`config.mk`:
```
export PLATFORM = sky130hd
export DESIGN_NAME = pager_top
export DESIGN_NICKNAME = d
export VERILOG_FILES = /design/src/hw/pager_pkg.sv /design/src/hw/zcycle_if.sv /design/src/hw/zbus_sync.sv /design/src/hw/window_pager.sv /design/src/hw/dos_ctrl.sv /design/src/hw/mem_mapper.sv /design/src/hw/pager_top.sv
export SDC_FILE = /design/constraint.sdc
export NUM_CORES = 1
export LEC_CHECK = 0
export ABC_CLOCK_PERIOD_IN_PS = 1400
export BUFFER_PORTS_ARGS = -buffer_cell sky130_fd_sc_hd__buf_2
export CAP_MARGIN = 20
export CORE_MARGIN = 2
export CORE_UTILIZATION = 49
export CTS_CLUSTER_SIZE = 40
export DETAILED_ROUTE_END_ITERATION = 8
export PLACE_DENSITY = 0.75
export RECOVER_POWER = 100
export SETUP_SLACK_MARGIN = 0.1
export SLEW_MARGIN = 25
export SYNTH_ARGS = -nofsm -noshare
export SYNTH_HDL_FRONTEND = slang
export SYNTH_HIERARCHICAL = 1
export SYNTH_SLANG_ARGS = --single-unit
export TNS_END_PERCENT = 1
```
`constraint.sdc`:
```
create_clock -name fclk -period 1.4 [get_ports fclk]
set_input_delay 0.21 -clock fclk [delete_from_list [all_inputs] [get_ports fclk]]
set_output_delay 0.21 -clock fclk [all_outputs]
set_load 0.02 [all_outputs]
```
`src/hw/pager_pkg.sv`:
```
package pager_pkg;

	////////////////////////////////////////////////////////////////////////////
	// z80 bus types
	////////////////////////////////////////////////////////////////////////////

	typedef logic [15:0] zaddr_t;
	typedef logic [7:0]  zdata_t;

	// page number held by one window register
	typedef logic [7:0]  page_t;

	////////////////////////////////////////////////////////////////////////////
	// memory layout
	////////////////////////////////////////////////////////////////////////////

	// four 16k windows over the 64k cpu space
	localparam int NUM_WIN = 4;
	localparam int WIN_AW  = 14;

	// physical ram is page and window offset side by side
	localparam int RAM_AW  = 22;

	// rom chip page lines, bit 1 doubles as the dos line
	localparam int ROMPG_W = 5;

	////////////////////////////////////////////////////////////////////////////
	// i/o ports and dos entry
	////////////////////////////////////////////////////////////////////////////

	// low address byte, high bits a[15:14] pick the window
	localparam zdata_t PORT_PAGE_LO = 8'hF7;
	localparam zdata_t PORT_FLAG_LO = 8'h77;

	// opcode fetch from 3Dxx enters the dos rom
	localparam zdata_t DOS_ENTRY_HI = 8'h3D;

	// window i comes out of reset on page i
	localparam page_t [NUM_WIN-1:0] RESET_PAGE = {
		page_t'(3),
		page_t'(2),
		page_t'(1),
		page_t'(0)
	};

endpackage

```
`src/hw/zcycle_if.sv`:
```
`timescale 1ns/1ps

interface zcycle_if import pager_pkg::*; ();

	// single fclk pulse per i/o write cycle
	logic   port_wr;

	// high for as long as the i/o read strobe lasts
	logic   port_rd;

	// single fclk pulse per opcode fetch (m1 with mreq)
	logic   fetch;

	// bus contents taken at the start of the cycle
	zaddr_t addr;
	zdata_t data;

	modport src (
		output port_wr,
		output port_rd,
		output fetch,
		output addr,
		output data
	);

	modport dst (
		input port_wr,
		input port_rd,
		input fetch,
		input addr,
		input data
	);

endinterface

```
`src/hw/zbus_sync.sv`:
```
`timescale 1ns/1ps

module zbus_sync import pager_pkg::*; #(
	parameter int SYNC_STAGES = 2
) (
	input  logic   fclk,
	input  logic   rst,

	input  zaddr_t a,
	input  zdata_t d_in,
	input  logic   iorq_n,
	input  logic   mreq_n,
	input  logic   rd_n,
	input  logic   wr_n,
	input  logic   m1_n,

	zcycle_if.src  bus
);

	typedef struct packed {
		logic iorq_n;
		logic mreq_n;
		logic rd_n;
		logic wr_n;
		logic m1_n;
	} strobes_t;

	strobes_t strb_sync [SYNC_STAGES];
	strobes_t strb;

	logic wr_act;
	logic rd_act;
	logic mf_act;
	logic wr_act_d;
	logic rd_act_d;
	logic mf_act_d;

	logic wr_start;
	logic rd_start;
	logic mf_start;

	////////////////////////////////////////////////////////////////////////////
	// strobe synchronizers, all five strobes move as one word
	////////////////////////////////////////////////////////////////////////////

	always_ff @(posedge fclk)
	begin
		if (rst)
		begin
			for (int k = 0; k < SYNC_STAGES; k++)
				strb_sync[k] <= '1;
		end
		else
		begin
			strb_sync[0] <= {iorq_n, mreq_n, rd_n, wr_n, m1_n};
			for (int k = 1; k < SYNC_STAGES; k++)
				strb_sync[k] <= strb_sync[k-1];
		end
	end

	assign strb = strb_sync[SYNC_STAGES-1];

	// combine strobe pairs in a flop so a skew between them can not glitch
	always_ff @(posedge fclk)
	begin
		if (rst)
		begin
			wr_act   <= 1'b0;
			rd_act   <= 1'b0;
			mf_act   <= 1'b0;
			wr_act_d <= 1'b0;
			rd_act_d <= 1'b0;
			mf_act_d <= 1'b0;
		end
		else
		begin
			wr_act   <= !strb.iorq_n && !strb.wr_n;
			rd_act   <= !strb.iorq_n && !strb.rd_n;
			mf_act   <= !strb.mreq_n && !strb.m1_n;
			wr_act_d <= wr_act;
			rd_act_d <= rd_act;
			mf_act_d <= mf_act;
		end
	end

	assign wr_start = wr_act && !wr_act_d;
	assign rd_start = rd_act && !rd_act_d;
	assign mf_start = mf_act && !mf_act_d;

	////////////////////////////////////////////////////////////////////////////
	// events out
	////////////////////////////////////////////////////////////////////////////

	always_ff @(posedge fclk)
	begin
		if (rst)
		begin
			bus.port_wr <= 1'b0;
			bus.port_rd <= 1'b0;
			bus.fetch   <= 1'b0;
		end
		else
		begin
			bus.port_wr <= wr_start;
			bus.port_rd <= rd_act;
			bus.fetch   <= mf_start;
		end
	end

	// z80 holds address and data steady while the strobe is low
	always_ff @(posedge fclk)
	begin
		if (wr_start || rd_start || mf_start)
		begin
			bus.addr <= a;
			bus.data <= d_in;
		end
	end

	// an i/o write and an opcode fetch are separate machine cycles
	assert property (@(posedge fclk) disable iff (rst) !(bus.port_wr && bus.fetch));

endmodule

```
`src/hw/window_pager.sv`:
```
`timescale 1ns/1ps

module window_pager import pager_pkg::*; (
	input  logic                 fclk,
	input  logic                 rst,

	zcycle_if.dst                bus,

	output page_t  [NUM_WIN-1:0] page,
	output logic   [NUM_WIN-1:0] romnram,

	output zdata_t               d_out,
	output logic                 d_oe
);

	// window 0 starts as rom, the rest as ram
	localparam logic [NUM_WIN-1:0] RESET_ROMNRAM = NUM_WIN'(1);

	page_t [NUM_WIN-1:0]  page_q;
	logic  [NUM_WIN-1:0]  romnram_q;

	logic [$clog2(NUM_WIN)-1:0] win;
	logic                       page_port;
	logic                       flag_port;

	// window number comes from the port's high address bits
	assign win       = bus.addr[WIN_AW +: $clog2(NUM_WIN)];
	assign page_port = bus.addr[7:0] == PORT_PAGE_LO;
	assign flag_port = bus.addr[7:0] == PORT_FLAG_LO;

	////////////////////////////////////////////////////////////////////////////
	// window registers
	////////////////////////////////////////////////////////////////////////////

	always_ff @(posedge fclk)
	begin
		if (rst)
		begin
			page_q    <= RESET_PAGE;
			romnram_q <= RESET_ROMNRAM;
		end
		else if (bus.port_wr)
		begin
			if (page_port)
				page_q[win] <= bus.data;
			else if (flag_port)
				romnram_q[win] <= bus.data[0];
		end
	end

	assign page    = page_q;
	assign romnram = romnram_q;

	////////////////////////////////////////////////////////////////////////////
	// readback of the page port
	////////////////////////////////////////////////////////////////////////////

	// addr stays latched for the whole read, so d_out is steady
	assign d_out = page_q[win];
	assign d_oe  = bus.port_rd && page_port;

	// the data bus is never driven under a port write
	assert property (@(posedge fclk) disable iff (rst)
		d_oe |-> !bus.port_wr);

endmodule

```
`src/hw/dos_ctrl.sv`:
```
`timescale 1ns/1ps

module dos_ctrl import pager_pkg::*; (
	input  logic               fclk,
	input  logic               rst,

	zcycle_if.dst              bus,

	input  logic [NUM_WIN-1:0] romnram,

	output logic               dos
);

	typedef enum logic {
		DOS_OFF,
		DOS_ON
	} dos_state_t;

	dos_state_t state;
	dos_state_t state_nxt;

	logic [$clog2(NUM_WIN)-1:0] win;
	logic                       entry_hit;
	logic                       ram_hit;

	assign win = bus.addr[WIN_AW +: $clog2(NUM_WIN)];

	// entry point only counts while the low window shows rom
	assign entry_hit = bus.addr[15:8] == DOS_ENTRY_HI && romnram[0];

	// leaving for code in ram drops the dos rom
	assign ram_hit = !romnram[win];

	always_comb
	begin
		state_nxt = state;
		if (bus.fetch)
		begin
			case (state)
			DOS_OFF:
				if (entry_hit)
					state_nxt = DOS_ON;
			DOS_ON:
				if (ram_hit)
					state_nxt = DOS_OFF;
			default:
				state_nxt = DOS_OFF;
			endcase
		end
	end

	always_ff @(posedge fclk)
	begin
		if (rst)
			state <= DOS_OFF;
		else
			state <= state_nxt;
	end

	assign dos = state == DOS_ON;

endmodule

```
`src/hw/mem_mapper.sv`:
```
`timescale 1ns/1ps

module mem_mapper import pager_pkg::*; (
	input  zaddr_t               a,
	input  logic                 mreq_n,

	input  page_t  [NUM_WIN-1:0] page,
	input  logic   [NUM_WIN-1:0] romnram,
	input  logic                 dos,

	output logic                 csrom,
	output logic                 ram_cs,
	output logic   [ROMPG_W-1:0] rompg,
	output logic   [RAM_AW-1:0]  ram_addr
);

	logic [$clog2(NUM_WIN)-1:0] win;
	page_t                      win_page;
	logic                       win_rom;

	////////////////////////////////////////////////////////////////////////////
	// window lookup straight from the cpu address
	////////////////////////////////////////////////////////////////////////////

	assign win      = a[WIN_AW +: $clog2(NUM_WIN)];
	assign win_page = page[win];
	assign win_rom  = romnram[win];

	// chip selects
	assign csrom  = !mreq_n && win_rom;
	assign ram_cs = !mreq_n && !win_rom;

	// bit 1 carries the inverted dos line and the other bits come from the page
	assign rompg = {win_page[ROMPG_W-1:2], !dos, win_page[0]};

	// ram sees the page on top of the offset inside the window
	assign ram_addr = {win_page, a[WIN_AW-1:0]};

endmodule

```
`src/hw/pager_top.sv`:
```
`timescale 1ns/1ps

module pager_top import pager_pkg::*; #(
	parameter int SYNC_STAGES = 2
) (
	input  logic               fclk,
	input  logic               rst,

	// z80 side
	input  zaddr_t             a,
	input  zdata_t             d_in,
	input  logic               iorq_n,
	input  logic               mreq_n,
	input  logic               rd_n,
	input  logic               wr_n,
	input  logic               m1_n,

	output zdata_t             d_out,
	output logic               d_oe,

	// memory side
	output logic               dos,
	output logic               csrom,
	output logic               ram_cs,
	output logic [ROMPG_W-1:0] rompg,
	output logic [RAM_AW-1:0]  ram_addr
);

	zcycle_if cyc ();

	page_t [NUM_WIN-1:0] page;
	logic  [NUM_WIN-1:0] romnram;

	////////////////////////////////////////////////////////////////////////////
	// bus events
	////////////////////////////////////////////////////////////////////////////

	zbus_sync #(
		.SYNC_STAGES(SYNC_STAGES)
	) zbus_sync (
		.fclk  (fclk),
		.rst   (rst),
		.a     (a),
		.d_in  (d_in),
		.iorq_n(iorq_n),
		.mreq_n(mreq_n),
		.rd_n  (rd_n),
		.wr_n  (wr_n),
		.m1_n  (m1_n),
		.bus   (cyc.src)
	);

	////////////////////////////////////////////////////////////////////////////
	// paging state
	////////////////////////////////////////////////////////////////////////////

	window_pager window_pager (
		.fclk   (fclk),
		.rst    (rst),
		.bus    (cyc.dst),
		.page   (page),
		.romnram(romnram),
		.d_out  (d_out),
		.d_oe   (d_oe)
	);

	dos_ctrl dos_ctrl (
		.fclk   (fclk),
		.rst    (rst),
		.bus    (cyc.dst),
		.romnram(romnram),
		.dos    (dos)
	);

	// address translation
	mem_mapper mem_mapper (
		.a       (a),
		.mreq_n  (mreq_n),
		.page    (page),
		.romnram (romnram),
		.dos     (dos),
		.csrom   (csrom),
		.ram_cs  (ram_cs),
		.rompg   (rompg),
		.ram_addr(ram_addr)
	);

endmodule

```
**Word-level counts from Yosys, hierarchy flattened**

Memory sizes are Yosys's and may differ from the RTL's.
Index checks and enable logic that the tools add are counted.
W data, S select, Z words.

- Register bits after elaboration: 69
- RAM bits: 10
- Input port bits: 31
- Word-level logic and storage cells: 75
- Memories kept: 1

Memories:

| name | words | bits a word | rd ports | clocked after memory_dff | wr ports | line | text |
|---|---|---|---|---|---|---|---|
| zbus_sync.strb_sync | 2 | 5 | 2 | 0 | 2 | zbus_sync.sv:28 | `strobes_t strb_sync [SYNC_STAGES];` |

- Order comparisons: 3
- Eq/ne operators: 3
- Multiplexer cells: 22
- Bitwise gates (word level): 4
- Reduce and logical (&&, ||, !) cells: 26

Operators by type and width:

| kind | number |
|---|---|
| $bmux W8 S2 | 2 |
| $bwmux W32 | 1 |
| $mux W8 | 3 |
| $demux W8 S2 | 1 |
| $logic_and A1 B1 Y1 | 11 |
| $logic_not A1 Y1 | 11 |
| $mux W5 | 2 |
| $eq A8 B6 Y1 const B | 1 |
| $eq A8 B7 Y1 const B | 1 |
| $eq A8 B8 Y1 const B | 1 |
| $mux W1 | 8 |
| $lt A2 B3 Y1 const B | 2 |
| $bmux W1 S2 | 2 |
| $bwmux W4 | 1 |
| $reduce_and A3 Y1 | 1 |
| $demux W1 S2 | 1 |
| $ge A2 B1 Y1 const B | 1 |
| $logic_or A1 B1 Y1 | 2 |
| $not A1 Y1 | 2 |
| $or A1 B1 Y1 | 2 |
| $pmux W1 S2 | 1 |
| $reduce_and A2 Y1 | 1 |

**Depth between registers and ports, before layout**

Gate-level depths: netlist of the first run.

- Depth after elaboration: 5
- Gate-level depth with buffers: 5

**Hierarchy**

Netlist of the first run, hierarchy kept.

Modules (own cells, without submodules):

| module | times used | cells each | area each (sq um) | seq. area each (sq um) |
|---|---|---|---|---|
| window_pager | 1 | 154 | 1,801.7 | 720.7 |
| zbus_sync | 1 | 65 | 1,227.4 | 1,081.0 |
| mem_mapper | 1 | 32 | 405.4 | 0.0 |
| dos_ctrl | 1 | 9 | 83.8 | 20.0 |

**Worst setup path after synthesis of the first run**

No wires, ideal clock.

- Path type: register to output
- Start point: register zbus_sync.bus.addr[14]
- End point: output d_out[4]
- Arrival time: 1,437 ps
- Path slack: -247 ps
- Stages on the path, launching flop included: 4
- Path buffers: 2
- Path through: edfxtp_1 > buf_2 > buf_4 > mux4_1

- Word-level cells in the longest chain between the ends: 2

Ends and longest elaborated chain:

| element | line | text |
|---|---|---|
| start: declaration | zcycle_if.sv:22 | `output addr,` |
| start signal: assignment | zbus_sync.sv:115 | `bus.addr <= a;` |
| $bmux W8 S2 | window_pager.sv:59 | `assign d_out = page_q[win];` |
| $mux W8 (not written as such) | window_pager.sv:59 |  |
| end: declaration | pager_top.sv:18 | `output zdata_t d_out,` |

No other way between the ends. The select of a mux whose other input is x is not followed.

**Final worst setup path of the first run**

- Start point: register zbus_sync.bus.addr[14]
- End point: output d_out[1]

Same word-level chain as after synthesis.

==> impl_metrics.json, run 1 <==
{
  "status": "complete, but fails checks",
  "violations": "setup timing",
  "ys_types": 34,
  "finalWirelength_um": 6470,
  "drive_gt1_share_pct": 32.3,
  "drtAntennaViolNets": 0,
  "synth_area_per_cell_um2": 13.5,
  "drtIter0Drc": 104,
  "clock-skew-final_ns": 0.00785,
  "wire_per_inst_um": 15.2,
  "maxCapViolations": 0,
  "dr.pass1.iters": 4,
  "root_buffer": "clkbuf_8",
  "place_congestion": 0.799,
  "cp_max_fo": 13,
  "yosys_warnings": 6,
  "min_delay_worst_endpoint": "zbus_sync/bus.data[4]",
  "vias": 2150,
  "grt_pass1_vias": 2210,
  "htree_levels": 3,
  "ys_ff_latch": 79,
  "worstRegToRegCells": 4,
  "area_growth_syn_to_layout_pct": 17.9,
  "clock_latency_ns": 0.35,
  "layout_setup_ws_ns": -0.383,
  "drc": 0,
  "path_clk_slew_ns": 0.08,
  "setup_viol": 59,
  "crit_type": "flip-flop to output port",
  "grt_usage_pct": 18.0,
  "worstPathRequired_ns": 1.19,
  "p_total_mw": 4.40,
  "die_area_um2": 7870,
  "hpwl_um": 4560,
  "syn_area_um2": 3520,
  "antenna_found_initial": 0,
  "dp_slack_ns": -0.152,
  "r2r_slack_ns": -0.19,
  "core_area_um2": 6870,
  "ioPinCount": 70,
  "crit_arrival_ns": 1.57,
  "grt_busiest_layer": "met2",
  "r2r-end": "window_pager/page[7]",
  "clockBufferDepth": 2,
  "grt_max_degree": 53,
  "start_kind": "flip-flop",
  "hold_depth": 1,
  "clkSinkCount": 79,
  "hold_path.class": "input port to flip-flop",
  "vias_per_cell": 5.04,
  "fp.dieH_um": 88.7,
  "r2r-start": "zbus_sync/bus.addr[15]",
  "p_leak_nw": 1.78,
  "syn_nets": 291,
  "gr-usage-met2_pct": 28.9,
  "use_met1_pct": 23.5,
  "cp-end-kind": "output port",
  "hold_ws_ns": 0.0324,
  "grt-ovfl-total": 0,
  "fmax_mhz": 561,
  "hold_viol_final": 0,
  "worst-slew-pin-transition_ns": 0.804,
  "cts_made_buffers": 9,
  "use_met3_pct": 3.17,
  "final_core_util_pct": 60.4,
  "num_rows": 30,
  "holdCritStartpoint": "d_in[4]",
  "antennaDiodeCount": 0,
  "syn_inst": 260,
  "io_buffer_count": 69,
  "pwr_density_cell_nw_per_um2": 1060,
  "min_period_ns": 1.78,
  "fin_nets": 357,
  "rsz0062_at_grt": "yes",
  "slew_headroom_pct": 46.4,
  "final_max_slew_viol_count": 0,
  "ys_seq_area_share_pct": 51.8,
  "die_x_um": 88.7,
  "ctsHoldBuffers": 0,
  "irDropWorstVdd_mv": 0.608,
  "fill_cells": 559,
  "start_util_pct": 51.2,
  "min_period_over_period_pct": 127,
  "cts_tree": "done",
  "grt_pass1_wl_um": 10500
}
## Yosys cell counts
| library cell | instances | share of area, % |
|---|---|---|
| and4bb_4 | 1 | 0.46 |
| nor2_1 | 10 | 1.1 |
| mux4_2 | 1 | 0.64 |
| buf_2 | 3 | 0.43 |
| dfxtp_1 | 55 | 31 |
| mux2i_1 | 38 | 11 |
| inv_1 | 1 | 0.11 |
| buf_6 | 4 | 1.3 |
| o211a_1 | 1 | 0.28 |
| nor3b_1 | 1 | 0.21 |
| and4b_2 | 2 | 0.64 |
| or2_1 | 5 | 0.89 |
| nor2b_1 | 1 | 0.18 |
| or2_2 | 5 | 0.89 |
| nand4b_4 | 1 | 0.68 |
| nor4_1 | 1 | 0.18 |
| nand4_4 | 1 | 0.60 |
| a31oi_1 | 1 | 0.18 |
| nand3b_1 | 1 | 0.21 |
| and4_1 | 1 | 0.25 |
| nand3_1 | 2 | 0.28 |
| nand2b_1 | 42 | 7.5 |
| clkbuf_2 | 1 | 0.14 |
| nand4b_1 | 4 | 1.0 |
| and2_1 | 1 | 0.18 |
| and2b_2 | 3 | 0.75 |
| clkbuf_1 | 5 | 0.53 |
| nor3_1 | 3 | 0.43 |
| nand4_1 | 3 | 0.53 |
| nor2b_4 | 1 | 0.39 |
| mux4_1 | 16 | 12 |
| and4_4 | 1 | 0.32 |
| edfxtp_1 | 24 | 20 |
| buf_4 | 20 | 4.3 |
## worst max-delay path: stages (launching register included)
cell	delay, ns
edfxtp_1	0.46
buf_6	0.17
buf_6	0.15
mux4_2	0.31
buf_6	0.15
## through the flow
step                TNS [ns]  instances  cell area (um^2)
floorplan              -1.65        260              3520
global placement       -3.10        409              3910
detailed placement     -4.03        409              3910
CTS                   -11.48        427              4190
global route          -15.49        427              4150
finish                -10.78        427              4150
## cell usage in the layout, fill, tap and decap left out, types with 2 or more instances in the layout
cell and count:
clkbuf_8 10, and4_4 2, and4b_2 2, nand4_1 3, mux4_2 11, and2b_2 3
mux2i_1 38, or2_2 5, edfxtp_1 24, buf_4 11, clkbuf_1 27, clkbuf_2 3
or2_1 5, buf_12 2, nor3_1 3, nand2b_1 42, nand3_1 2, nand4b_1 4
mux4_1 6, buf_2 34, nor2_1 10, buf_6 12, dfxtp_1 54
## flip-flops by register name, indices dropped and copies added (netlist names)
name and cells:
zbus_sync/bus.port_rd 1, zbus_sync/bus.port_wr 1, dos_ctrl/dos 1, zbus_sync/mf_act 1
zbus_sync/mf_act_d 1, window_pager/page 32, zbus_sync/wr_act_d 1, zbus_sync/bus.fetch 1
zbus_sync/wr_act 1, zbus_sync/strb_sync 10, zbus_sync/bus.data 8, zbus_sync/rd_act 1
zbus_sync/bus.addr 16, window_pager/romnram 4
## worst max path at each step
stage	from	end	slack, ns	cells past startpoint
2_1_floorplan	zbus_sync/bus.addr[14]	d_out[4]	-0.06	3
3_3_place_gp	zbus_sync/bus.addr[15]	d_out[0]	-0.14	2
3_5_place_dp	zbus_sync/bus.addr[15]	window_pager/page[10]	-0.15	3
4_1_cts	zbus_sync/bus.addr[14]	d_out[4]	-0.40	3
5_1_grt	zbus_sync/bus.addr[14]	d_out[4]	-0.43	3
6_report	zbus_sync/bus.addr[14]	d_out[1]	-0.38	4
## what timing repair did
action                     CTS  global route
pin swaps                    7             1
setup endpoints to repair   60            60
setup buffers                2             0
resized for setup           32             4
hold endpoints to repair     0             0
## power by group
| part | internal (mW) | switching (mW) | leakage [nW] |
|---|---|---|---|
| logic | 0.104 | 0.127 | 1.00 |
| clock network | 0.981 | 0.801 | 0.108 |
| registers | 2.38 | 0.00694 | 0.663 |
## routing by layer
layer	vias to the layer above	share of wire (%)	wire length [um]
met5	-	0	0
met4	0	1.7	110
met3	11	2.6	166
met2	33	51	3290
met1	1053	45	2900
li1	1053	-	-
## cell families (layout without fill, tap and decap cells)
family	count (synthesis)	in the layout	synth area share [%]
and+or+nand+nor	90	90	17.6
DFF	79	79	51.8
AOI/OAI and AO/OA	2	2	0.462
muxes	55	55	23.4
buffers and inverters	34	105	6.76
## cell type report
type                       count  area, um^2  share of cell area, %
clock buffer                  12         166                   4.01
sequential                    79        1820                   44.0
timing repair buffer          88         541                   13.0
inverter                       1        3.75                 0.0905
tap                           96         120                   2.90
clock inverter                 4        51.3                   1.24
multi-input combinational    147        1440                   34.8
Power figures use the tool's default switching activity.
==> run 2, diff against run 1 <==
- CORE_UTILIZATION: 49 -> 51
- CTS_BUF_LIST: unset -> sky130_fd_sc_hd__clkbuf_8
- PLACE_DENSITY: 0.75 -> 0.78
==> run 2 against run 1 <==
Compared with the run above:
- the flow still finishes with violations (setup timing)
- register-to-register slack got worse by 0.10 ns
- clock-buffer cell count is 3 lower
- worst setup slack gained 0.028 ns
- core utilization up 0.51 points
- global-route usage is 0.32 points higher
- first-iteration DRC count grew 30%
- clock skew rose by 0.0014 ns
- final cell count shrank 3.7%
- total power is 1.7% lower
- critical path type unchanged
- largest cell class unchanged
- highest routed layer unchanged
==> impl_metrics.json, run 2 (synthesis results as in run 1) <==
{
  "status": "complete, but fails checks",
  "violations": "setup timing",
  "clkSinkCount": 79,
  "path_cells": "buf_6 -> buf_6 -> mux4_2 -> buf_6",
  "grt-ovfl-total": 0,
  "worst-slew-pin-transition_ns": 0.594,
  "hold_viol_final": 0,
  "finalWirelength_um": 6530,
  "seq_area_um2": 1820,
  "crit_arrival_ns": 1.55,
  "dr.pass1.iters": 6,
  "fill_cells": 543,
  "r2r-end": "window_pager/page[1]",
  "drc": 0,
  "cp_max_fo": 4,
  "path_clk_slew_ns": 0.09,
  "grt_pass1_wl_um": 10500,
  "min_delay_worst_endpoint": "zbus_sync/bus.data[5]",
  "clockBufferDepth": 2,
  "ioPinCount": 70,
  "die_area_um2": 7580,
  "cp.buffers_inverters": 3,
  "cts_tree": "done",
  "fp.dieH_um": 87.1,
  "hold_depth": 1,
  "rsz0062_at_grt": "yes",
  "worstRegToRegCells": 5,
  "crit_type": "flip-flop to output port",
  "antennaDiodeCount": 0,
  "slowest_delay_ns": 0.49,
  "setup_viol": 60,
  "multi_input_area_um2": 1430,
  "core_area_um2": 6720,
  "r2r_slack_ns": -0.29,
  "antenna_found_initial": 0,
  "drtIter0Drc": 135,
  "cts_made_buffers": 9,
  "hpwl_um": 4670,
  "grt_max_degree": 32,
  "vias_per_cell": 5.37,
  "final_core_util_pct": 60.9,
  "path_common_cell": "buf_6",
  "die_x_um": 87.1,
  "fmax_mhz": 570,
  "io_buffer_count": 69,
  "final_max_slew_viol_count": 0,
  "min_period_over_period_pct": 125,
  "layout_setup_ws_ns": -0.356,
  "fin_nets": 357,
  "p_leak_nw": 1.77,
  "worstPathRequired_ns": 1.19,
  "clock-skew-final_ns": 0.00922,
  "drive_gt1_share_pct": 34.1,
  "drtAntennaViolNets": 0,
  "r2r-start": "zbus_sync/bus.addr[15]",
  "grt_usage_pct": 18.3,
  "holdCritStartpoint": "d_in[5]",
  "area_growth_syn_to_layout_pct": 16.3,
  "num_rows": 30,
  "start_util_pct": 52.4,
  "crit_slowest_cell": "edfxtp_1",
  "clock_latency_ns": 0.35,
  "wire_per_inst_um": 15.9,
  "crit_family": "flip-flops",
  "start_kind": "flip-flop",
  "cp-end-kind": "output port",
  "slew_headroom_pct": 60.4,
  "p_total_mw": 4.32,
  "final_cell_mix": "dfxtp_1 (54), nand2b_1 (42), buf_2 (39), mux2i_1 (38), edfxtp_1 (24)",
  "root_buffer": "clkbuf_8",
  "htree_levels": 3,
  "min_period_ns": 1.76,
  "vias": 2209,
  "final_common_cell": "dfxtp_1",
  "hold_path.class": "input port to flip-flop",
  "place_congestion": 0.878,
  "pwr_density_cell_nw_per_um2": 1060,
  "grt_pass1_vias": 2150,
  "irDropWorstVdd_mv": 0.961,
  "hold_ws_ns": 0.0326,
  "maxCapViolations": 0,
  "largest_reg_flops": 32
}
-- run 2: cell count changes in the layout (fill, tap and decap cells not counted), sizes merged --
cell	before	now
clkbuf	41	34
buf	59	63
clkinvlp	1	0
inv	1	5
-- run 2: worst max path at each step --
stage | from | endpoint | slack, ns | cells after the start
floorplan | zbus_sync/bus.addr[14] | d_out[4] | -0.06 | 3
global placement | a[14] | csrom | -0.18 | 4
detailed placement | a[14] | csrom | -0.21 | 4
CTS | zbus_sync/bus.addr[15] | d_out[5] | -0.38 | 4
global route | zbus_sync/bus.addr[15] | d_out[5] | -0.42 | 4
finish | zbus_sync/bus.addr[15] | d_out[5] | -0.36 | 4
-- run 2: final cells by class --
cell class              instances  area share, %
flip-flops and latches         79           44.6
multi-input cells             147           35.0
repair buffers                 88           13.0
clock buffers                   9           3.03
well taps                      80           2.45
clock inverters                 7           1.90
inverters                       1         0.0918
-- run 2: through the flow --
step	instance area, um^2	setup slack, ns	cells	TNS, ns
detailed placement	3880	-0.212	393	-4.02
CTS	4150	-0.381	411	-13.77
floorplan	3520	-0.0624	260	-1.65
finish	4090	-0.356	411	-12.92
global route	4090	-0.424	411	-17.22
global placement	3880	-0.182	393	-2.71
-- run 2: layer usage --
metal	wire, um	track usage (%)	part of all wire, %
met5	0	0	0
met4	128	8.66	2.0
met3	252	3.22	3.9
met2	3140	28.9	48
met1	3010	24.6	46
-- run 2: power by group --
group	leakage, nW	switching (mW)	internal (mW)
combinational	0.998	0.129	0.104
sequential	0.663	0.00667	2.38
clock	0.105	0.862	0.844
total	1.77	0.997	3.32
-- run 2: what timing repair did --
item | in CTS | in global routing
resized for setup | 32 | 4
buffers inserted | 2 | 0
hold endpoints to repair | 0 | 0
pin swaps | 9 | 1
hold buffers | 0 | 0
endpoints found under the setup margin | 58 | 60
